`config.mk`:
```
export PLATFORM = sky130hd
export DESIGN_NAME = access_timer
export DESIGN_NICKNAME = d
export VERILOG_FILES = /design/src/hdl/access_timer.sv
export SDC_FILE = /design/constraint.sdc
export NUM_CORES = 1
export LEC_CHECK = 0
export BUFFER_PORTS_ARGS = -buffer_cell sky130_fd_sc_hd__buf_2
export CAP_MARGIN = 20
export CORE_AREA = 2 2 39 41
export DETAILED_ROUTE_END_ITERATION = 8
export DIE_AREA = 0 0 41 43
export REMOVE_ABC_BUFFERS = 1
export SLEW_MARGIN = 20
export SYNTH_ARGS = -nofsm -noshare
export SYNTH_HDL_FRONTEND = slang
export SYNTH_SLANG_ARGS = --single-unit
export TNS_END_PERCENT = 20
```
`constraint.sdc`:
```
create_clock -name clk -period 1.1 [get_ports clk]
set_input_delay 0.165 -clock clk [delete_from_list [all_inputs] [get_ports clk]]
set_output_delay 0.165 -clock clk [all_outputs]
set_load 0.1 [all_outputs]
```
`src/hdl/access_timer.sv`:
```
`default_nettype none

module access_timer (
	input  logic clk,
	input  logic w_n_reset,
	input  logic mem_rd,
	input  logic mem_rdata_en,
	output logic [5:0] n_led
);

	logic ff_count_en;
	logic [5:0] ff_count;

	// running from read request to read data
	always_ff @(posedge clk) begin
		if (!w_n_reset) begin
			ff_count_en <= 1'b0;
		end else if (mem_rd) begin
			ff_count_en <= 1'b1;
		end else if (mem_rdata_en) begin
			ff_count_en <= 1'b0;
		end
	end

	// cleared per read, last value kept for the leds
	always_ff @(posedge clk) begin
		if (!w_n_reset) begin
			ff_count <= '0;
		end else if (mem_rd) begin
			ff_count <= '0;
		end else if (ff_count_en) begin
			ff_count <= ff_count + 6'd1;
		end
	end

	// leds are active low
	assign n_led = ~ff_count;

endmodule

`default_nettype wire

```
==> results.cfg <==
[final_layout]
fin_cells = 66
register_area_sq_um = 150
antennaDiodeCount = 0
n_fill_cell = 144
multi_input_area_sq_um = 138
areaGrowthSynthToFinish_pct = 67.9
drive_gt1_share_pct = 38.0
num-nets-final = 56

[worst_setup_path]
critPathKind = register to output port
slowest_delay_ps = 330
crit_slowest_cell = dfxtp_2
crit_required_ps = 940
critPathMaxFanout = 3
critPathBufInv = 2
arrival_ps = 880
critPathCaptureType = output port
crit_path_start_kind = register
critPathTopFamily = flip-flops
crit_chain = inv_1 -> buf_12

[sta]
finalSetupViolCount = 0
slew_violations = 0
max_freq_mhz = 953
timing.final.crit_share_pct = 95.4
timing.final.hold_violations = 0
worst_slack_ps = 51.1
layout_min_cycle_time_ps = 1050
skew_ps = 0.291
grt_setup_unrepaired = no
maxSlewHeadroom_pct = 85.7
worst-slew-pin-transition_ps = 213

[drt]
dr.pass1.iters = 2
routedWlPerCell_microns = 8.68
drcViolationCount = 0
via_per_inst = 4.03
vias = 266
wl_microns = 573
final_antenna_net_count = 0
first_iter_violations = 2

[global_route]
busiest_layer = met2
grt_max_degree = 7
grtUsageMet2_pct = 13.1
antenna_found_initial = 0
grt.met3_usage_pct = 6.28
grt_pass1_vias = 247
grt.overflow.total = 0
grtUsageTotal_pct = 8.66
use_met1_pct = 10.4
grt_first_pass_wirelength_microns = 1000

[cts]
htreeDepth = 1
root_buffer = clkbuf_4
cts.path.max_buffers = 2
cts_resized = 1
clock_latency_ps = 250
cts_num_sinks = 7
cts_tree = yes
cts_setup_buffers = 0
holdBufCountCts = 0
clk_pin_slew_ps = 50
cts_made_buffers = 3

[synthesis]
synthMuxAreaShare_pct = 3.29
synth_top_family_by_area = simple AND/OR/NAND/NOR gates
synth-adder-area-share_pct = 4.12
ys.flop_type = dfxtp_1
synthSimpleGateAreaFrac_pct = 20.6
synth_edf_count = 0
synth-xor-area-share_pct = 11.5
ys_seq_area_share_pct = 46.1
yosysWarnings = 0
syn_area_per_cell_sq_um = 8.69
synth_top_area_cell = dfxtp_1
async_reset_ff_share_pct = 0
yosys.cell_types.count = 14
yosys.area.top_type_share_pct = 46.1
mappedNetlistArea_sq_um = 304
synth_area_leaders = dfxtp_1, xnor2_1, inv_1
netlist_instances = 35
synth-compound-area-share_pct = 5.76
ys_ff_latch = 7

[place]
dp.cells = 62
hpwl_microns = 447
gp_congestion = 0.805
post-place-ws_ps = 28.7
io_buffers = 9

[worst_hold_path]
worstHoldPathType = primary input to register

[floorplan]
fp.dieW_microns = 41
rows = 14
pin_count = 10
initial_core_util_pct = 22.0
dieArea_sq_mm = 0.00176
die_height_microns = 43
coreArea_sq_mm = 0.00138

[pwr]
peakVddDrop_uv = 698
leakage_nw = 0.220
power_density_mw_per_mm2 = 1060

[job]
maxCapViolations = 0

[outcome]
status = finished, final reports clean
==> placed cells by master (no fill, tap or decap), drive strengths merged <==
| cell type | instances |
|---|---|
| nor2 | 5 |
| nand2 | 3 |
| clkbuf | 4 |
| a21oi | 1 |
| ha | 1 |
| dfxtp | 7 |
| nand4 | 2 |
| o21ai | 1 |
| buf | 11 |
| xnor2 | 4 |
| mux2i | 1 |
| or2b | 1 |
| a21boi | 1 |
| inv | 7 |
| or3 | 1 |
==> Yosys cell counts, drive strengths merged, types with 2 or more instances <==
| library cell | instances |
|---|---|
| xnor2 | 4 |
| nand2 | 3 |
| dfxtp | 7 |
| inv | 7 |
| nand4 | 2 |
| nor2 | 5 |
==> registers in the layout, indices dropped and copies added (netlist names) <==
| name | flops |
|---|---|
| ff_count | 6 |
| ff_count_en | 1 |
==> layout make-up <==
| class | count | area share [%] |
|---|---|---|
| clock buffers | 4 | 5.15 |
| well taps | 16 | 3.92 |
| repair buffers | 11 | 29.4 |
| inverters | 7 | 5.15 |
| multi-input cells | 21 | 27.0 |
| flip-flops and latches | 7 | 29.4 |
==> routing by layer <==
layer | part of all wire (%) | routed length [microns]
met4 | 0 | 0
met3 | 8.4 | 48
met1 | 41 | 237
met2 | 50 | 286
met5 | 0 | 0
==> cells by family (layout without fill, tap and decap cells) <==
group	Yosys count	in the layout
and+or+nand+nor	12	12
AOI/OAI and AO/OA	3	3
DFF	7	7
xor gates and xnor gates	4	4
muxes	1	1
adders and majority gates	1	1
buffers and inverters	7	22
==> report_power, final <==
group	switching, mW	internal (mW)
combinational	0.0288	0.0215
clock	0.0928	0.138
sequential	0.00396	0.255
total	0.126	0.415
==> stage by stage <==
stage	hold slack, ps	power [mW]	util (%)	setup TNS (ps)	instance area [sq um]
4_1_cts	177	0.558	36.3	0	502
3_3_place_gp	431	0.317	34.3	0	474
6_report	182	0.540	36.9	0	510
2_1_floorplan	319	0.297	-	-502	304
3_5_place_dp	444	0.319	34.3	0	474
5_1_grt	196	0.572	36.9	0	510
==> final timing paths <==
| check | startpoint | end | slack [ps] | cells after the start |
|---|---|---|---|---|
| setup reg to reg | ff_count[1]$_SDFFE_PP0P_ | ff_count[5]$_SDFFE_PP0P_ | 80 | 3 |
| hold / removal | w_n_reset | ff_count_en$_SDFFE_PN0P_ | 180 | 2 |
| hold reg to reg | ff_count[5]$_SDFFE_PP0P_ | ff_count[5]$_SDFFE_PP0P_ | 490 | 2 |
| setup / recovery | ff_count[2]$_SDFFE_PP0P_ | n_led[2] | 50 | 2 |
Power figures use the tool's default switching activity.
