`src/hdl/reset_sync.sv`:
```
`default_nettype none

module reset_sync (
	input  logic clk,
	input  logic n_treset,
	output logic w_n_reset,
	output logic twait
);

	logic [3:0] ff_reset_sr;
	logic [3:0] ff_wait_count;

	// ----------------------------------------------------------------------
	// reset synchroniser
	// ----------------------------------------------------------------------
	// any low sample in the window keeps reset asserted
	always_ff @(posedge clk) begin
		ff_reset_sr <= {ff_reset_sr[2:0], n_treset};
		// released one cycle after four clean high samples
		w_n_reset <= &ff_reset_sr;
	end

	// ----------------------------------------------------------------------
	// power-up wait
	// ----------------------------------------------------------------------
	// twait held through reset and 16 cycles after it
	always_ff @(posedge clk) begin
		if (!w_n_reset) begin
			ff_wait_count <= '0;
			twait <= 1'b1;
		end else if (ff_wait_count == 4'hf) begin
			// wait over, cpu may run
			twait <= 1'b0;
		end else begin
			ff_wait_count <= ff_wait_count + 4'd1;
		end
	end

endmodule

`default_nettype wire

```
`config.mk`:
```
export PLATFORM = sky130hd
export DESIGN_NAME = reset_sync
export DESIGN_NICKNAME = d
export VERILOG_FILES = /design/src/hdl/reset_sync.sv
export SDC_FILE = /design/constraint.sdc
export NUM_CORES = 1
export LEC_CHECK = 0
export ABC_AREA = 1
export BUFFER_PORTS_ARGS = -buffer_cell sky130_fd_sc_hd__buf_2
export CORE_AREA = 8 8 45 47
export DETAILED_ROUTE_END_ITERATION = 10
export DIE_AREA = 0 0 53 55
export GPL_ROUTABILITY_DRIVEN = 0
export PLACE_DENSITY_LB_ADDON = 0.25
export SLEW_MARGIN = 5
export SYNTH_ARGS = -nofsm -noshare
export SYNTH_HDL_FRONTEND = slang
export SYNTH_SLANG_ARGS = --single-unit
```
`constraint.sdc`:
```
create_clock -name clk -period 0.97 [get_ports clk]
set_input_delay 0 -clock clk [delete_from_list [all_inputs] [get_ports clk]]
set_output_delay 0 -clock clk [all_outputs]
set_load 0.03 [all_outputs]
```
==> metrics.yaml, run 1 <==
synthTopCellsByArea: "dfxtp_1 61%, nand2_1 14%, nor2_1 9.1%"
drtAntennaViolNets: 0
drtIter0Drc: 1
crit_type: "reg -> reg"
syn_avg_cell_area_um2: 8.44
grt_pass1_vias: 240
wl_met1_um: 260
critPathLaunchType: "flip-flop"
dieArea_um2: 2920
final.setup.tns_ns: 0
final-setup-viol-count: 0
io_buffers: 3
dr_total_vias: 249
netSwitchingPower_uw: 158
pre_cts_slack_ns: 0.0394
final_cell_mix: "11 x nand2_1, 8 x nor2_1, 7 x dfxtp_1, 4 x inv_1, 4 x clkbuf_4"
relSlewSlack_pct: 88.5
dr.max_layer_used: "met3"
dp.cells: 60
worst_ep_arrival_time_ns: 1.08
pwr-share-seq_pct: 52.4
hpwlAfterDp_um: 374
r2r-end: "ff_wait_count[0]"
reg2reg_from: "ff_wait_count[1]"
synth_top_area_share_pct: 60.8
grt_max_degree: 7
core_area_um2: 1380
postCtsSetupRepairBufs: 0
cellLeakagePower_nw: 0.207
peakVddDrop_v: 0.000988
cts_sinks: 10
nets: 53
cts_tree: "built"
yosysTopAreaCell: "dfxtp_1"
holdWs_ns: 0.352
clk_pin_slew_worst_paths_ns: 0.07
hold_viol_final: 0
synthCells: 39
required_ns: 1.17
clockRootBuffer: "clkbuf_4"
ys_types: 9
startpoint: "ff_wait_count[1]"
htree_levels: 1
period_needed_ns: 0.879
cp-endpoint: "ff_wait_count[0]"
post-route-cell-area_um2: 447
die_w_um: 53
cp_slowest_cell: "dfxtp_2"
via_per_inst: 3.83
clock_power_share_pct: 45.4
fin_crit_sh_pct: 90.7
place_area_um2: 379
num_antenna_cells: 0
p_comb_share_pct: 2.2
rsz0062_at_grt: "no"
grt_pass1_wl_um: 945
hp-class: "reg -> reg"
syn_nets: 42
cts_made_buffers: 3
drv_slew: 0
yosys_register_bits: 10
layout_commonest_cell: "nand2_1"
maxCapViolations: 0
dr.pass1.iters: 2
swShare_pct: 19.3
postRouteWirelength_um: 509
die_height_um: 55
syn2layout_area_growth_pct: 35.7
antenna_found_initial: 0
cts.path.max_buffers: 2
rows: 14
instances_no_fill: 65
drive_gt1_share_pct: 30.6
fin_skew_ns: 0.00613
crit_fanout: 4
initial_core_util_pct: 23.8
clk_latency_ns: 0.26
ys_seq_area_share_pct: 60.8
reg2regPathDepth: 5
endpoint_kind: "flip-flop"
ys_warn_count: 0
path_cells: "ha_4 > nand3_2 > nand2_1 > inv_1 > nor2_1"
dr_wl_met2_um: 205
grt_overflow: 0
drc: 0
power_uw: 818
critPathMaxStageDelay_ns: 0.35
wl_per_cell_um: 7.83
io-pin-count: 4
r2r_slack_ns: 0.09
setup_ws_ns: 0.0906
finish.utilization_pct: 32.3
met3_length_um: 44
status: "complete, no violations"
grt_use_total_pct: 4.83
fmax_mhz: 1140
power.internal_uw: 660
tightest_slew_ns: 0.173
synth_area_um2: 329
power_density_nw_per_um2: 1830
[routing by layer]
layer | GRT usage [%] | up-vias
met3 | 5.08 | 0
met2 | 6.64 | 5
met4 | 2.59 | 0
met5 | 0 | -
li1 | - | 140
met1 | 4.46 | 104
[power by group through the flow]
stage	clock, mW	combinational (mW)	sequential (mW)
final	0.371	0.0180	0.428
after global routing	0.407	0.0202	0.429
after CTS	0.388	0.0169	0.427
after detailed placement	0	0.0139	0.437
after global placement	0	0.0135	0.437
after floorplan	0	0.00551	0.438
[cell type report]
type / instances / area (um2)
Clock buffer: 4 / 36.3
Fill cell: 146 / 937
Inverter: 4 / 15.0
Multi-Input combinational cell: 25 / 129
Sequential cell: 10 / 204
Tap cell: 16 / 20.0
Timing Repair Buffer: 6 / 42.5
[synthesized netlist by cell type, drive strengths merged]
cell and number:
nand3 2, dfxtp 10, inv 4, nor2 8, nand4 1, o21ai 1
ha 1, nand2 12
[worst min-delay path by stage]
stage | start | endpoint | slack (ns) | cells after the start
2_1_floorplan | n_treset | ff_reset_sr[0] | 0.03 | 0
3_3_place_gp | n_treset | ff_reset_sr[0] | 0.10 | 1
3_5_place_dp | n_treset | ff_reset_sr[0] | 0.10 | 1
4_1_cts | ff_reset_sr[0] | ff_reset_sr[1] | 0.35 | 0
5_1_grt | n_treset | ff_reset_sr[0] | 0.36 | 2
6_report | ff_reset_sr[0] | ff_reset_sr[1] | 0.35 | 0
[registers in the layout (all words and copies together), names as in the netlist]
signal	count
ff_reset_sr	4
ff_wait_count	4
twait	1
w_n_reset	1
[critical path, delay by kind of cell, from the launching register on]
family | cells | cell delay (ns)
AND/OR/NAND/NOR | 3 | 0.29
flip-flops | 1 | 0.35
buffers and inverters | 1 | 0.04
adder cells (fa/ha/maj) | 1 | 0.15
[repair_timing]
item                       4_1_cts  5_1_grt
hold endpoints to repair         1        0
gates resized for setup          0        7
hold buffers                     1        0
setup endpoints to repair        0        6
[kinds of logic after synthesis]
family                     count (synthesis)  share of synthesized area (%)
AOI/OAI and AO/OA                          1                           1.52
DFF                                       10                           60.8
buffers and inverters                      4                           4.56
adders and majority gates                  1                           3.80
and+or+nand+nor                           23                           29.3
Power figures use the tool's default switching activity.
==> inputs of run 2 (changes only) <==
--- a/config.mk
+++ b/config.mk
@@ -7,9 +7,9 @@
 export LEC_CHECK = 0
 export ABC_AREA = 1
 export BUFFER_PORTS_ARGS = -buffer_cell sky130_fd_sc_hd__buf_2
-export CORE_AREA = 8 8 45 47
+export CORE_AREA = 3 3 40 42
 export DETAILED_ROUTE_END_ITERATION = 10
-export DIE_AREA = 0 0 53 55
+export DIE_AREA = 0 0 43 45
 export GPL_ROUTABILITY_DRIVEN = 0
 export PLACE_DENSITY_LB_ADDON = 0.25
 export SLEW_MARGIN = 5
==> metrics.yaml, run 2 (synthesized netlist as in run 1, its figures left out) <==
nets: 53
period_needed_ns: 0.886
grt_max_degree: 7
drv_slew: 0
cellLeakagePower_nw: 0.208
critPathLaunchType: "flip-flop"
maxCapViolations: 0
multi_input_area_um2: 126
power_uw: 809
antenna_found_initial: 0
clk_pin_slew_worst_paths_ns: 0.07
layout_commonest_cell: "nand2_1"
clockRootBuffer: "clkbuf_4"
endpoint_kind: "flip-flop"
required_ns: 1.16
final_cell_mix: "12 x nand2_1, 8 x nor2_1, 7 x dfxtp_1, 4 x inv_1"
drive_gt1_share_pct: 28.6
syn2layout_area_growth_pct: 33.8
io_buffers: 3
final-setup-viol-count: 0
relSlewSlack_pct: 86.3
tightest_slew_ns: 0.205
crit_type: "reg -> reg"
crit_fanout: 4
wl_per_cell_um: 8.97
hp-class: "reg -> reg"
grt_pass1_vias: 259
grt_use_total_pct: 7.44
dieArea_um2: 1940
fin_crit_sh_pct: 91.3
cts_sinks: 10
die_w_um: 43
worst_ep_arrival_time_ns: 1.08
hold_viol_final: 0
hpwlAfterDp_um: 377
drtIter0Drc: 0
cp_slowest_cell: "dfxtp_2"
num_antenna_cells: 0
peakVddDrop_v: 0.000829
die_height_um: 45
regArea_um2: 204
grt_overflow: 0
cts.path.max_buffers: 2
top_regs: "ff_reset_sr: 4 flops, ff_wait_count: 4 flops"
critPathMaxStageDelay_ns: 0.36
clk_latency_ns: 0.26
via_per_inst: 4.02
cts_made_buffers: 3
fin_skew_ns: 0.00520
drc: 0
io-pin-count: 4
core_area_um2: 1280
dr_total_vias: 257
power_density_nw_per_um2: 1840
drtAntennaViolNets: 0
htree_levels: 1
postCtsSetupRepairBufs: 0
fmax_mhz: 1130
crit_top_cell: "nand2_1"
n_fill_cell: 135
status: "complete, no violations"
postRouteWirelength_um: 574
grt_pass1_wl_um: 972
cts_tree: "built"
setup_ws_ns: 0.0844
pre_cts_slack_ns: 0.0272
dr.pass1.iters: 1
final.setup.tns_ns: 0
rows: 13
initial_core_util_pct: 25.6
path_cells: "ha_4 > nand3_2 > nand2_1 > nand2_1 > nor2_1"
==> run 2: layout make-up <==
type	count	share of cell area (%)
flip-flops and latches	10	46.3
well taps	15	4.26
repair buffers	6	9.09
multi-input cells	25	28.7
inverters	4	3.41
clock buffers	4	8.24
==> run 2: path summary, 6_finish.rpt <==
| path | from | endpoint | slack (ns) | cells after the start |
|---|---|---|---|---|
| min reg2reg | ff_reset_sr[2] | ff_reset_sr[3] | 0.35 | 0 |
| min | ff_reset_sr[2] | ff_reset_sr[3] | 0.35 | 0 |
| max | ff_wait_count[1] | ff_wait_count[1] | 0.08 | 5 |
| max reg2reg | ff_wait_count[1] | ff_wait_count[1] | 0.08 | 5 |
==> run 2: power breakdown <==
group	switching [mW]	total (mW)	internal, mW	leakage [nW]
sequential	0.00656	0.429	0.422	0.0837
clock	0.136	0.363	0.228	0.0210
combinational	0.00775	0.0173	0.00952	0.103
total	0.150	0.809	0.659	0.208
==> run 2: worst max-delay path, delay by kind of cell (launching register included) <==
kind	cells	cell delay [ns]
flip-flops	1	0.36
AND/OR/NAND/NOR	4	0.30
adder cells (fa/ha/maj)	1	0.16
==> run 2: metrics by stage <==
stage,area [um2],hold WS [ns],utilization [%],cells
final,440,0.353,34.3,64
after detailed placement,378,0.105,29.4,59
after global routing,440,0.357,34.3,64
after floorplan,329,0.0277,-,39
after global placement,378,0.103,29.4,59
after CTS,424,0.355,33.0,64
==> run 2: per-layer routing <==
metal  vias up  global-route usage (%)  routed length, um
li1        138                       -                  -
met1       114                    7.06                248
met2         3                    10.8                295
met4         0                    9.04                  8
met5         -                       0                  0
met3         2                    3.59                 21
==> run 2: timing repair <==
action,4_1_cts,5_1_grt
endpoints found under the hold margin,1,0
setup endpoints to repair,0,6
gates resized for setup,0,5
hold buffers,1,0
==> inputs of run 3 (changes only) <==
--- a/config.mk
+++ b/config.mk
@@ -12,6 +12,7 @@
 export DIE_AREA = 0 0 43 45
 export GPL_ROUTABILITY_DRIVEN = 0
 export PLACE_DENSITY_LB_ADDON = 0.25
+export REMOVE_ABC_BUFFERS = 1
 export SLEW_MARGIN = 5
 export SYNTH_ARGS = -nofsm -noshare
 export SYNTH_HDL_FRONTEND = slang
==> constraint.sdc (replaced) <==
create_clock -name clk -period 0.95 [get_ports clk]
set_input_delay 0 -clock clk [delete_from_list [all_inputs] [get_ports clk]]
set_output_delay 0 -clock clk [all_outputs]
set_load 0.03 [all_outputs]
==> metrics.yaml, run 3 (synthesized netlist as in run 1, its figures left out) <==
crit_type: "reg -> reg"
hp-class: "reg -> reg"
drive_gt1_share_pct: 30.6
peakVddDrop_v: 0.000845
pre_cts_slack_ns: 0.00720
clockRootBuffer: "clkbuf_4"
min_to: "ff_reset_sr[3]"
drv_slew: 0
nets: 53
final-setup-viol-count: 0
cts_tree: "built"
relSlewSlack_pct: 84.4
power_uw: 828
endpoint_kind: "flip-flop"
cts_sinks: 10
dr_total_vias: 259
clk_latency_ns: 0.26
clk_pin_slew_worst_paths_ns: 0.07
holdWs_ns: 0.353
final_cell_mix: "11 x nand2_1, 8 x nor2_1, 7 x dfxtp_1, 4 x inv_1"
cts.path.max_buffers: 2
final.setup.tns_ns: 0
grt_overflow: 0
reg2regPathDepth: 5
r2r-end: "ff_wait_count[1]"
crit_fanout: 4
wl_per_cell_um: 9.11
postRouteWirelength_um: 583
cellLeakagePower_nw: 0.207
status: "complete, no violations"
whs_path_depth: 0
htree_levels: 1
grt_max_degree: 7
drtAntennaViolNets: 0
r2r_slack_ns: 0.06
grt_pass1_vias: 259
drc: 0
initial_core_util_pct: 25.6
period_needed_ns: 0.888
top_regs: "ff_reset_sr: 4 flops, ff_wait_count: 4 flops"
via_per_inst: 4.05
rows: 13
fin_crit_sh_pct: 93.5
num_antenna_cells: 0
hold_viol_final: 0
core_area_um2: 1280
io-pin-count: 4
required_ns: 1.14
reg2reg_from: "ff_wait_count[1]"
tightest_slew_ns: 0.233
worst_ep_arrival_time_ns: 1.08
syn2layout_area_growth_pct: 37.6
cts_made_buffers: 3
drtIter0Drc: 0
critPathLaunchType: "flip-flop"
die_w_um: 43
dieArea_um2: 1940
hpwlAfterDp_um: 377
dr.pass1.iters: 1
power_density_nw_per_um2: 1830
fin_skew_ns: 0.00476
min_from: "ff_reset_sr[2]"
maxCapViolations: 0
die_height_um: 45
grt_pass1_wl_um: 972
layout_commonest_cell: "nand2_1"
antenna_found_initial: 0
setup_ws_ns: 0.0621
grt_use_total_pct: 7.44
fmax_mhz: 1130
io_buffers: 3
==> run 3: cell count changes in the layout (fill, tap and decap cells not counted) <==
cell | before | now
nand2_1 | 12 | 11
nand2_2 | 0 | 1
nand3_4 | 0 | 1
buf_4 | 2 | 3
buf_2 | 3 | 2
nand3_2 | 1 | 0
==> run 3: layout make-up <==
cell class / count / area (um2)
multi-input cells: 25 / 136
flip-flops and latches: 10 / 204
inverters: 4 / 15.0
clock buffers: 4 / 36.3
repair buffers: 6 / 42.5
well taps: 15 / 18.8
fillers: 132 / 832
==> run 3: critical path, cell delays in order, from the launching register on <==
cell and delay (ns):
dfxtp_2 0.36, ha_4 0.17, nand3_4 0.09, nand2_2 0.08
nand2_1 0.04, nor2_1 0.08
==> run 3: timing repair <==
action	in CTS	in global routing
pin swaps	0	2
buffers inserted	0	0
endpoints found under the hold margin	1	0
hold buffers	1	0
resized for setup	2	6
setup endpoints to repair	2	6
==> run 3: power by group <==
part / switching (mW) / leakage (nW) / total (mW) / internal [mW]
Clock: 0.139 / 0.0210 / 0.371 / 0.232
Sequential: 0.00688 / 0.0837 / 0.438 / 0.431
Combinational: 0.00810 / 0.103 / 0.0185 / 0.0104
Total: 0.154 / 0.207 / 0.828 / 0.674
==> run 3: routing by layer <==
metal	vias to the layer above	GRT usage, %	part of all wire (%)
met3	2	3.59	3.6
met1	115	7.06	45
met5	-	0	0
met4	0	9.04	1.4
li1	139	-	-
met2	3	10.8	50
==> run 3: how the worst max path moves through the flow <==
| stage | startpoint | end | slack [ns] | depth (start not counted) |
|---|---|---|---|---|
| 6_report | ff_wait_count[1] | ff_wait_count[1] | 0.06 | 5 |
| 5_1_grt | ff_wait_count[1] | ff_wait_count[1] | -0.01 | 5 |
| 4_1_cts | ff_wait_count[0] | ff_wait_count[1] | 0.005 | 5 |
| 3_5_place_dp | ff_wait_count[0] | ff_wait_count[1] | 0.007 | 5 |
| 3_3_place_gp | ff_wait_count[0] | ff_wait_count[3] | 0.02 | 5 |
| 2_1_floorplan | ff_wait_count[0] | ff_wait_count[3] | 0.05 | 5 |
==> run 3: stage by stage <==
| step | cell area [um2] | instances | utilization (%) |
|---|---|---|---|
| 5_1_grt | 453 | 64 | 35.2 |
| 6_report | 453 | 64 | 35.2 |
| 3_3_place_gp | 378 | 59 | 29.4 |
| 3_5_place_dp | 378 | 59 | 29.4 |
| 2_1_floorplan | 329 | 39 | - |
| 4_1_cts | 429 | 64 | 33.4 |
