**src/hdl/tangcart_pkg.sv**
```systemverilog
`default_nettype none

package tangcart_pkg;

	// ----------------------------------------------------------------------
	// bus sizes
	// ----------------------------------------------------------------------
	localparam int addr_w = 16;
	localparam int data_w = 8;
	// offset inside one 16 KB page
	localparam int page_offset_w = 14;
	localparam int num_pages = 4;

	// ----------------------------------------------------------------------
	// memory mapper
	// ----------------------------------------------------------------------
	// ports fch..ffh select pages 0..3
	localparam logic [7:0] mapper_port_base = 8'hfc;
	// segments after reset, index is the page
	localparam logic [num_pages-1:0][1:0] reset_seg = {2'd0, 2'd1, 2'd2, 2'd3};
	localparam int default_seg_bits = 3;
	localparam int default_mem_latency = 4;

	// one bus address word, memory or i/o decode
	typedef union packed {
		struct packed {
			logic [1:0] page;
			logic [page_offset_w-1:0] offset;
		} mem;
		struct packed {
			logic [7:0] unused;
			logic [7:0] port;
		} io;
	} bus_addr_u;

endpackage

`default_nettype wire

```
**src/hdl/msx_bus_slave.sv**
```systemverilog
`default_nettype none

module msx_bus_slave (
	input  logic clk,
	input  logic w_n_reset,
	input  logic n_tsltsl,
	input  logic n_tmerq,
	input  logic n_tiorq,
	input  logic n_trd,
	input  logic n_twr,
	input  logic [tangcart_pkg::addr_w-1:0] ta,
	input  logic [tangcart_pkg::data_w-1:0] td_in,
	output logic [tangcart_pkg::data_w-1:0] td_out,
	output logic td_oe,
	output tangcart_pkg::bus_addr_u bus_address,
	output logic [tangcart_pkg::data_w-1:0] bus_write_data,
	output logic bus_read,
	output logic bus_write,
	output logic bus_io,
	output logic bus_memory,
	input  logic bus_read_ready,
	input  logic [tangcart_pkg::data_w-1:0] bus_read_data
);

	// bit positions in the strobe vector
	localparam int s_wr = 0;
	localparam int s_rd = 1;
	localparam int s_iorq = 2;
	localparam int s_merq = 3;
	localparam int s_sltsl = 4;

	logic [4:0] ff_sync1;
	logic [4:0] ff_sync2;
	logic ff_rd_d;
	logic ff_wr_d;
	logic rd_fall;
	logic wr_fall;
	logic mem_sel;
	logic io_sel;

	// ----------------------------------------------------------------------
	// strobe synchroniser
	// ----------------------------------------------------------------------
	// idle high so reset never looks like a falling edge
	always_ff @(posedge clk) begin
		if (!w_n_reset) begin
			ff_sync1 <= '1;
			ff_sync2 <= '1;
			ff_rd_d <= 1'b1;
			ff_wr_d <= 1'b1;
		end else begin
			ff_sync1 <= {n_tsltsl, n_tmerq, n_tiorq, n_trd, n_twr};
			ff_sync2 <= ff_sync1;
			ff_rd_d <= ff_sync2[s_rd];
			ff_wr_d <= ff_sync2[s_wr];
		end
	end

	// falling edges of the synchronised rd and wr
	assign rd_fall = ff_rd_d & ~ff_sync2[s_rd];
	assign wr_fall = ff_wr_d & ~ff_sync2[s_wr];
	// memory needs our slot, i/o ignores the slot select
	assign mem_sel = ~ff_sync2[s_sltsl] & ~ff_sync2[s_merq];
	assign io_sel = ~ff_sync2[s_iorq];

	// ----------------------------------------------------------------------
	// access pulses
	// ----------------------------------------------------------------------
	always_ff @(posedge clk) begin
		if (!w_n_reset) begin
			bus_read <= 1'b0;
			bus_write <= 1'b0;
			bus_io <= 1'b0;
			bus_memory <= 1'b0;
		end else begin
			bus_read <= rd_fall & (mem_sel | io_sel);
			bus_write <= wr_fall & (mem_sel | io_sel);
			// kind of access, held until the next edge
			if (rd_fall | wr_fall) begin
				bus_io <= io_sel;
				bus_memory <= mem_sel & ~io_sel;
			end
		end
	end

	// address and write data captured with the pulse
	always_ff @(posedge clk) begin
		if (rd_fall | wr_fall) begin
			bus_address <= ta;
			bus_write_data <= td_in;
		end
	end

	// ----------------------------------------------------------------------
	// read data to the cpu
	// ----------------------------------------------------------------------
	// drive td until the cpu ends the read
	always_ff @(posedge clk) begin
		if (!w_n_reset) begin
			td_oe <= 1'b0;
		end else if (bus_read_ready) begin
			td_oe <= 1'b1;
		end else if (ff_sync2[s_rd]) begin
			td_oe <= 1'b0;
		end
	end

	always_ff @(posedge clk) begin
		if (bus_read_ready) begin
			td_out <= bus_read_data;
		end
	end

endmodule

`default_nettype wire

```
**config.mk**
```make
export PLATFORM = sky130hd
export DESIGN_NAME = msx_bus_slave
export DESIGN_NICKNAME = d
export VERILOG_FILES = /design/src/hdl/tangcart_pkg.sv /design/src/hdl/msx_bus_slave.sv
export SDC_FILE = /design/constraint.sdc
export NUM_CORES = 1
export LEC_CHECK = 0
export BUFFER_PORTS_ARGS = -buffer_cell sky130_fd_sc_hd__buf_2
export CORE_ASPECT_RATIO = 0.6
export CORE_UTILIZATION = 39
export DETAILED_ROUTE_END_ITERATION = 16
export HOLD_SLACK_MARGIN = 0.12
export PLACE_DENSITY = 0.67
export REMOVE_ABC_BUFFERS = 1
export SLEW_MARGIN = 20
export SYNTH_ARGS = -nofsm -noshare
export SYNTH_HDL_FRONTEND = slang
export SYNTH_SLANG_ARGS = --single-unit
```
**constraint.sdc**
```tcl
create_clock -name clk -period 1.84 [get_ports clk]
set_input_delay 0.552 -clock clk [delete_from_list [all_inputs] [get_ports clk]]
set_output_delay 0.552 -clock clk [all_outputs]
set_load 0.05 [all_outputs]
```
==> reports/qor.csv, run 1 <==
stage,metric,value,unit
route,Routed met1 length,1120,µm
setup_path,Buf/Inv on CP,1,
setup_path,sequence of cells on the critical path,buf_2,
setup_path,CP startpoint,bus_address[5]$_DFFE_PP_,
placed_design,I/O Buffers,76,
global_route,initial antenna violation count,0,
sta,Worst Skew,0.00188,ns
setup_path,Crit. End Element,output port,
route,Pre-antenna DRT Iters,4,
setup_path,Crit path required time,1.29,ns
setup_path,Worst EP arrival,0.90,ns
yosys,"FF+latch count, synth",49,
sta,Peak Freq,0.690,GHz
floorplanning,Initial Utilization,0.407,
floorplanning,chip width,82.0,µm
floorplanning,core area,3680,µm²
worst_hold_path,Hold Startpoint,ff_sync1[1]$_SDFF_PN1_,
route,ANT nets after route,0,
clock_tree,clock slew at reported path FFs,0.08,ns
setup_path,"slowest stage delay, CP",0.39,ns
route,WL met3,202,µm
final_layout,# diodes,0,
setup_path,slowest CP cell,edfxtp_1,
worst_hold_path,worst hold path type,reg2reg,
placed_design,pre-CTS WS,0.590,ns
sta,Worst-Margin Slew,0.297,ns
route,final WL,2560,µm
clock_tree,clock sinks,49,
yosys,register area share after synthesis,0.870,
sta,Final WS setup,0.390,ns
floorplanning,Boundary Pins,77,
sta,final worst-path cycle share,0.788,
final_layout,final-layout fill cell count,322,
route,WL/cell,12.3,µm
global_route,vias in the first global route,815,
clock_tree,Max clock buf depth,2,
power_and_ir_drop,Peak VDD IR,478,µV
yosys,Syn Inst Count,78,
placed_design,dpl hpwl,1960,µm
route,DRT iter0 DRCs,36,
global_route,global-route wire length before repair,3770,µm
sta,Slew HR,0.802,
clock_tree,cell chosen for the clock root,clkbuf_8,
setup_path,Top delay family on crit path,flip-flops,
floorplanning,Rows,17,
final_layout,share of cells above drive strength 1,0.522,
power_and_ir_drop,Leak,0.000880,µW
sta,final setup violation count,0,
floorplanning,Die Area,4100,µm²
power_and_ir_drop,PD cells,1030,nW/µm²
sta,final hold vios,0,
final_layout,nets,201,
yosys,Synth cell types,16,
global_route,largest net degree at the start of global routing,25,
setup_path,crit path max fanout,1,
route,top layer in use,met4,
global_route,Tot GR Track Use,0.135,
global_route,Congestion Overflow GR,0,
clock_tree,PostCTS Resize Cnt,0,
setup_path,Setup crit start kind,flip-flop,
sta,Final Max Slew Viols,0,
clock_tree,CTS tree,done,
setup_path,Worst R2R Start,ff_wr_d$_SDFF_PN1_,
clock_tree,# hold bufs at CTS,0,
clock_tree,H-tree levels,2,
route,Via Count,875,
outcome,run status,completed,
sta,RSZ-0062 raised after global routing,false,
clock_tree,post-CTS setup buffers,0,
sta,fin crit period,1.45,ns
floorplanning,Die Span Y,50.0,µm
clock_tree,number of CTS-inserted buffers,5,
setup_path,kind of critical path,reg2out,
yosys,"Cell Area, Synth",1500,µm²
clock_tree,clk_lat worst skew,0.29,ns
route,met2 wire len,1210,µm
placed_design,Final GP Congestion,0.735,
yosys,YS warnings,0,
yosys,synthesized area per cell,19.2,µm²
final_layout,P&R area growth vs syn,34.2,%
sta,setup TNS,0,ns
route,DRC Markers,0,
route,number of vias per cell,4.21,
run,MaxCap Viol Count,0,
-- cells in the final DEF, fill, tap and decap left out --
master,Yosys,layout
a21oi_1,1,1
a21oi_2,1,1
and3_1,1,1
and4_1,1,1
buf_2,0,76
buf_4,0,1
clkbuf_1,0,1
clkbuf_8,0,5
clkinv_1,0,1
dfxtp_1,17,17
edfxtp_1,32,32
inv_1,2,2
mux2i_1,2,2
nand2_1,3,3
nand2b_1,4,4
nand3_2,1,1
nor2_1,1,1
nor2b_1,2,2
o21ai_0,1,1
or2b_1,8,8
-- kinds of logic (layout without fill, tap and decap cells) --
logic type	count (synthesis)	count (layout)	synth area share
AND/OR/NAND/NOR	21	21	0.0920
multiplexers	2	2	0.0134
AO/OA/AOI/OAI	3	3	0.0125
buffers and inverters	3	86	0.0125
flip-flops	49	49	0.870
-- routing by layer --
layer  track usage  up-vias
met3        0.0500        3
li1              -      439
met2         0.211       43
met4        0.0789        0
met1         0.158      390
met5             0        -
-- Yosys cell counts (all sizes together) --
cell type | instances | area share
edfxtp | 32 | 0.64
dfxtp | 17 | 0.23
or2b | 8 | 0.040
nand2b | 4 | 0.017
nand2 | 3 | 0.0075
a21oi | 2 | 0.0092
inv | 2 | 0.0050
mux2i | 2 | 0.013
nor2b | 2 | 0.0084
and3 | 1 | 0.0042
and4 | 1 | 0.0059
buf | 1 | 0.0075
nand3 | 1 | 0.0067
nor2 | 1 | 0.0025
o21ai | 1 | 0.0033
-- area by class of cell --
| type | count | area (µm²) | share of cell area |
|---|---|---|---|
| inverters | 2 | 7.51 | 0.00374 |
| clock inverters | 1 | 3.75 | 0.00187 |
| clock buffers | 6 | 72.6 | 0.0361 |
| repair buffers | 77 | 388 | 0.193 |
| multi-input cells | 26 | 176 | 0.0879 |
| flip-flops and latches | 49 | 1300 | 0.648 |
| well taps | 47 | 58.8 | 0.0293 |
-- power by group --
part	switching (µW)	internal (µW)	leakage [µW]
clock network	299	256	0.0000387
logic	199	68.2	0.000398
registers	13.7	1230	0.000442
total	511	1560	0.000880
-- metrics by stage --
stage | utilization | cell area (µm²) | total power [µW] | hold slack (ns) | cells
final | 0.546 | 2010 | 2070 | 0.409 | 208
after global routing | 0.546 | 2010 | 2150 | 0.414 | 208
after CTS | 0.546 | 2010 | 2090 | 0.413 | 208
after detailed placement | 0.525 | 1930 | 1540 | 0.395 | 201
after global placement | 0.525 | 1930 | 1530 | 0.388 | 201
after floorplan | - | 1490 | 1450 | 0.385 | 77
-- sequential cells by signal, indices dropped and copies added (netlist names) --
register and count:
ff_rd_d 1, ff_sync1 5, bus_memory 1, ff_wr_d 1
bus_write 1, bus_io 1, td_out 8, bus_write_data 8
bus_read 1, ff_sync2 5, td_oe 1, bus_address 16
-- final timing paths --
check | cells after the start | slack, ns | end
hold / removal | 1 | 0.41 | ff_sync2[1]$_SDFF_PN1_
setup / recovery | 1 | 0.39 | bus_address[5]
setup reg to reg | 4 | 0.58 | bus_write_data[7]$_DFFE_PP_
hold reg to reg | 1 | 0.41 | ff_sync2[1]$_SDFF_PN1_
Power figures use the tool's default switching activity.
==> run 2, diff against run 1 <==
ABC_AREA = 1   (was unset)
PLACE_DENSITY = 0.7   (was 0.67)
clock period = 1.3 ns   (was 1.84 ns; I/O delays follow)
==> reports/qor.csv, run 2 <==
stage,metric,value,unit,change
global_route,vias in the first global route,963,,+18%
clock_tree,cell chosen for the clock root,clkbuf_8,,
final_layout,area of the multi-input gates,144,µm²,-18%
floorplanning,Die Span Y,49.9,µm,-0.20%
route,Pre-antenna DRT Iters,4,,unchanged
global_route,busiest grt layer,met2,,
route,Via Count,950,,+8.6%
final_layout,most frequent cells in the layout,"buf_2 (51), edfxtp_1 (32), dfxtp_1 (17), buf_4 (17)",,
setup_path,Crit path required time,0.91,ns,-0.38 ns
clock_tree,clock slew at reported path FFs,0.08,ns,about the same
global_route,met1 Usage GRT,0.160,,+0.00228
clock_tree,# hold bufs at CTS,0,,unchanged
yosys,prevailing post-synth register cell,edfxtp_1,,
yosys,asr flop ratio synth,0,,unchanged
final_layout,register area,1300,µm²,unchanged
setup_path,crit path max fanout,1,,unchanged
power_and_ir_drop,Leak,0.000962,µW,+9.3%
setup_path,Buf/Inv on CP,1,,unchanged
yosys,Syn Inst Count,88,,+13%
floorplanning,chip width,81.8,µm,-0.21%
global_route,initial antenna violation count,0,,unchanged
setup_path,slowest CP cell,edfxtp_1,,
route,number of vias per cell,4.38,,+4.1%
route,DRT iter0 DRCs,30,,-17%
final_layout,nets,211,,+5.0%
sta,final setup violation count,0,,unchanged
floorplanning,core area,3440,µm²,-6.4%
setup_path,CP startpoint,bus_address[2]$_DFFE_PP_,,
route,WL/cell,13.2,µm,+7.5%
sta,Worst-Margin Slew,0.263,ns,-0.0338 ns
power_and_ir_drop,PD cells,1600,nW/µm²,+56%
sta,Slew HR,0.826,,+0.0237
sta,Final Max Slew Viols,0,,unchanged
setup_path,Worst R2R Start,ff_sync2[1]$_SDFF_PN1_,,
final_layout,share of cells above drive strength 1,0.517,,-0.00430
yosys,"Cell Area, Synth",1490,µm²,-0.42%
final_layout,biggest regs,"bus_address: 16 flops, bus_write_data: 8 flops, td_out: 8 flops",,
yosys,"FF+latch count, synth",49,,unchanged
global_route,largest net degree at the start of global routing,26,,+4.0%
yosys,"EDFF count, synth",32,,unchanged
final_layout,P&R area growth vs syn,44.1,%,
yosys,synth top area cells,"edfxtp_1 (64%), dfxtp_1 (23%), or2_1 (2.9%)",,
final_layout,Largest Register,bus_address,,
yosys,Synth top area share,0.645,,+0.00270
yosys,register area share after synthesis,0.873,,+0.00365
setup_path,kind of critical path,reg2out,,
yosys,Synth cell types,12,,-4
sta,final worst-path cycle share,0.974,,
placed_design,Final GP Congestion,0.682,,-7.3%
setup_path,"slowest stage delay, CP",0.32,ns,-0.07 ns
route,ANT nets after route,0,,unchanged
clock_tree,clock sinks,49,,unchanged
sta,RSZ-0062 raised after global routing,true,,
worst_hold_path,worst hold path type,in2reg,,
final_layout,# diodes,0,,unchanged
global_route,Congestion Overflow GR,0,,unchanged
yosys,commonest cells in the synthesized netlist,"edfxtp_1 (32), dfxtp_1 (17), inv_1 (8), nand2_1 (8), or2_1 (7)",,
clock_tree,post-CTS setup buffers,0,,unchanged
sta,Worst Skew,0.00312,ns,+0.00124 ns
floorplanning,Initial Utilization,0.433,,+0.0261
power_and_ir_drop,Design Power,3440,µW,+66%
setup_path,Crit. End Element,output port,,
power_and_ir_drop,Peak VDD IR,888,µV,+86%
floorplanning,Rows,16,,-1
route,DRC Markers,0,,unchanged
setup_path,Setup crit start kind,flip-flop,,
yosys,top-count cell post-synth,edfxtp_1,,
worst_hold_path,Hold Startpoint,ta[2],,
final_layout,final-layout fill cell count,271,,-16%
global_route,global-route wire length before repair,4260,µm,+13%
floorplanning,Die Area,4080,µm²,-0.41%
yosys,cell taking the most area after synthesis,edfxtp_1,,
setup_path,Top delay family on crit path,flip-flops,,
final_layout,"non-filler cells, final",217,,+4.3%
clock_tree,number of CTS-inserted buffers,5,,unchanged
sta,Min Hold Slack,0.272,ns,-0.137 ns
final_layout,max reg flops,16,,unchanged
sta,Final WS setup,0.0342,ns,-0.356 ns
sta,final hold vios,0,,unchanged
final_layout,"most common cell after layout, fill and taps aside",buf_2,,
route,final WL,2870,µm,+12%
setup_path,Worst EP arrival,0.88,ns,-0.02 ns
placed_design,I/O Buffers,76,,unchanged
clock_tree,Max clock buf depth,2,,unchanged
run,MaxCap Viol Count,0,,unchanged
setup_path,sequence of cells on the critical path,buf_2,,
outcome,run status,completed,,
yosys,synthesized area per cell,16.9,µm²,-12%
setup_path,r2r setup slk,0.18,ns,-0.40 ns
yosys,YS warnings,0,,unchanged
placed_design,pre-CTS WS,0.188,ns,-0.402 ns
global_route,met3 usage,0.0593,,+0.00926
placed_design,dpl cells,209,,+4.0%
clock_tree,CTS tree,done,,
clock_tree,H-tree levels,2,,unchanged
placed_design,dpl hpwl,2160,µm,+10%
sta,Peak Freq,0.790,GHz,
sta,fin crit period,1.27,ns,
clock_tree,clk_lat worst skew,0.29,ns,about the same
final_layout,Final Core Density,0.624,,+0.0778
global_route,Tot GR Track Use,0.147,,+0.0120
global_route,met2 Usage GRT,0.249,,+0.0386
floorplanning,Boundary Pins,77,,unchanged
==> run 2: cell types whose count changed in the layout (fill, tap and decap cells not counted), sizes merged, moves of 2 or more <==
cell and change:
or2 +10, or2b -8, inv +7, nand2 +5
buf -4, nand2b -4, clkbuf +3, bufinv +2
mux2i -2, nand3 +2, nor2 +2, nor2b -2
nor3 +2
==> run 2: logic make-up (layout without fill, tap and decap cells) <==
| kind of cell | count (synthesis) | in the layout | share of synthesized area |
|---|---|---|---|
| compound gates | 3 | 3 | 0.0101 |
| buf+inv | 10 | 94 | 0.0302 |
| flops | 49 | 49 | 0.873 |
| simple gates | 26 | 26 | 0.0865 |
==> run 2: what timing repair did <==
action	CTS	global route
gates resized for setup	1	48
setup endpoints to repair	1	25
endpoints found under the hold margin	0	0
==> run 2: final timing paths <==
path / end / cells after the start
worst max-delay path: bus_address[2] / 1
worst min-delay path: bus_address[2]$_DFFE_PP_ / 1
worst max register to register: bus_address[7]$_DFFE_PP_ / 4
worst min register to register: ff_sync2[1]$_SDFF_PN1_ / 1
==> run 2: metal layers <==
layer	share of wire	vias to the layer above
li1	-	461
met1	0.41	437
met2	0.48	47
met3	0.10	5
met4	0.013	0
met5	0	-
==> run 2: area by class of cell <==
class                           instances  area share
Timing Repair Buffer                   77       0.223
Sequential cell                        49       0.606
Tap cell                               45      0.0262
Clock buffer                            5      0.0321
Multi-Input combinational cell         29      0.0670
Inverter                                9      0.0157
Clock inverter                          3      0.0303
==> run 2: power by group <==
part	switching, µW	internal (µW)	leakage, µW
clock	462	763	0.0000681
combinational	309	134	0.000451
sequential	22.8	1750	0.000443
total	793	2640	0.000962
==> run 2: through the flow <==
stage               setup TNS [ns]  cell area, µm²
global route              -0.00150            2150
floorplan                    -2.28            1480
detailed placement               0            1940
global placement                 0            1940
CTS                              0            2070
finish                           0            2150
==> run 3, diff against run 2 <==
ABC_AREA = 0   (was 1)
CORE_ASPECT_RATIO = unset   (was 0.6)
CTS_BUF_LIST = sky130_fd_sc_hd__clkbuf_2 sky130_fd_sc_hd__clkbuf_4 sky130_fd_sc_hd__clkbuf_8   (was unset)
==> reports/qor.csv, run 3 (synthesis results as in run 1) <==
stage,metric,value,unit,change
route,number of vias per cell,4.16,,-4.9%
sta,Slew HR,0.826,,about the same
clock_tree,clock sinks,49,,unchanged
clock_tree,clk_lat worst skew,0.28,ns,about the same
sta,Worst Skew,0.00234,ns,-0.000781 ns
global_route,Congestion Overflow GR,0,,unchanged
final_layout,register area,1300,µm²,unchanged
clock_tree,clock slew at reported path FFs,0.07,ns,about the same
setup_path,Setup crit start kind,flip-flop,,
final_layout,P&R area growth vs syn,38.2,%,
power_and_ir_drop,switching power total,706,µW,-11%
power_and_ir_drop,Peak VDD IR,869,µV,-2.2%
power_and_ir_drop,Clk pwr share,0.276,,-0.080
setup_path,Worst R2R Start,ff_wr_d$_SDFF_PN1_,,
route,DRC Markers,0,,unchanged
placed_design,Final GP Congestion,0.587,,-14%
power_and_ir_drop,Sw Share,0.237,,+0.00613
outcome,run status,completed,,
route,Via Count,874,,-8.0%
route,ANT nets after route,0,,unchanged
setup_path,Buf/Inv on CP,1,,unchanged
power_and_ir_drop,Logic pwr share,0.132,,+0.003
route,Pre-antenna DRT Iters,3,,-1
setup_path,"slowest stage delay, CP",0.38,ns,+0.06 ns
power_and_ir_drop,Cell Int Power,2270,µW,-14%
final_layout,# diodes,0,,unchanged
setup_path,kind of critical path,reg2out,,
placed_design,pre-CTS WS,0.174,ns,-0.0136 ns
clock_tree,number of CTS-inserted buffers,5,,unchanged
setup_path,Crit. End Element,output port,,
worst_hold_path,worst hold path type,in2reg,,
sta,Peak Freq,0.787,GHz,-0.38%
placed_design,dpl hpwl,1860,µm,-14%
sta,final hold vios,0,,unchanged
final_layout,max reg flops,16,,unchanged
setup_path,CP startpoint,bus_address[6]$_DFFE_PP_,,
final_layout,final-layout fill cell count,302,,+11%
global_route,largest net degree at the start of global routing,25,,-3.8%
final_layout,nets,201,,-4.7%
floorplanning,Rows,22,,+6
sta,Final Max Slew Viols,0,,unchanged
sta,Worst-Margin Slew,0.261,ns,-0.00200 ns
sta,final setup violation count,0,,unchanged
setup_path,Crit path required time,0.91,ns,about the same
route,WL/cell,11.0,µm,-17%
floorplanning,Die Area,4090,µm²,+0.22%
final_layout,biggest regs,"bus_address: 16 flops, bus_write_data: 8 flops, td_out: 8 flops",,
global_route,Tot GR Track Use,0.116,,-0.0310
clock_tree,H-tree levels,2,,unchanged
final_layout,final instance area,2070,µm²,-3.7%
clock_tree,# hold bufs at CTS,0,,unchanged
placed_design,Area after DPL,1950,µm²,+0.52%
final_layout,share of cells above drive strength 1,0.531,,+0.0134
global_route,global-route wire length before repair,3420,µm,-20%
final_layout,Largest Register,bus_address,,
sta,final worst-path cycle share,0.977,,+0.00367
sta,Final WS setup,0.0294,ns,-0.00477 ns
sta,fin crit period,1.27,ns,+0.00477 ns
clock_tree,cell chosen for the clock root,clkbuf_8,,
sta,Min Hold Slack,0.279,ns,+0.00753 ns
clock_tree,Max clock buf depth,2,,unchanged
floorplanning,Die Span Y,63.9,µm,+28%
setup_path,crit path max fanout,1,,unchanged
final_layout,most frequent cells in the layout,"buf_2 (62), edfxtp_1 (32), dfxtp_1 (17), buf_4 (11), or2b_1 (8)",,
final_layout,"non-filler cells, final",210,,-3.2%
power_and_ir_drop,PD cells,1440,nW/µm²,-10%
global_route,vias in the first global route,819,,-15%
final_layout,area of the multi-input gates,176,µm²,+23%
setup_path,Worst EP arrival,0.88,ns,about the same
power_and_ir_drop,Leak,0.000899,µW,-6.5%
route,DRT iter0 DRCs,21,,-30%
setup_path,slowest CP cell,edfxtp_1,,
floorplanning,Initial Utilization,0.409,,-0.0240
final_layout,"most common cell after layout, fill and taps aside",buf_2,,
setup_path,sequence of cells on the critical path,buf_2,,
run,MaxCap Viol Count,0,,unchanged
global_route,initial antenna violation count,0,,unchanged
floorplanning,core area,3660,µm²,+6.3%
clock_tree,CTS tree,done,,
setup_path,Top delay family on crit path,flip-flops,,
route,final WL,2320,µm,-19%
floorplanning,chip width,63.9,µm,-22%
placed_design,I/O Buffers,76,,unchanged
placed_design,dpl cells,202,,-3.3%
power_and_ir_drop,share of power burned in registers,0.592,,+0.077
floorplanning,Boundary Pins,77,,unchanged
worst_hold_path,Hold Startpoint,bus_read_data[5],,
[run 3: path summary, 6_finish.rpt]
check / endpoint / slack, ns / cells past startpoint
min: td_out[5]$_DFFE_PP_ / 0.28 / 1
max: bus_address[6] / 0.03 / 1
min reg2reg: ff_sync2[0]$_SDFF_PN1_ / 0.41 / 1
max reg2reg: bus_address[3]$_DFFE_PP_ / 0.18 / 4
[run 3: cell type report]
cell class | count | area share
clock buffer | 7 | 0.0405
clock inverter | 1 | 0.00181
inverter | 2 | 0.00363
multi-input combinational | 26 | 0.0853
sequential | 49 | 0.629
tap | 48 | 0.0290
timing repair buffer | 77 | 0.211
[run 3: through the flow]
step	util	power, µW	TNS, ns
after floorplan	-	2050	-1.99
after global placement	0.531	2180	0
after detailed placement	0.531	2190	0
after CTS	0.555	3010	0
after global routing	0.565	3120	-0.00299
final	0.565	2980	0
[run 3: power by group through the flow]
| stage | combinational (µW) | clock (µW) | sequential (µW) |
|---|---|---|---|
| global route | 415 | 931 | 1770 |
| finish | 394 | 823 | 1760 |
| floorplan | 36.6 | 0 | 2010 |
| detailed placement | 387 | 0 | 1800 |
| global placement | 380 | 0 | 1800 |
| CTS | 387 | 861 | 1760 |
[run 3: repair_timing]
item,CTS,global route
buffers inserted,0,0
gates resized for setup,0,25
endpoints found under the setup margin,0,14
[run 3: metal layers]
layer	routed length (µm)	part of all wire	vias up	global-route usage
li1	-	-	440	-
met1	971	0.42	376	0.135
met2	1060	0.46	53	0.185
met3	248	0.11	5	0.0446
met4	31	0.013	0	0.0597
met5	0	0	-	0
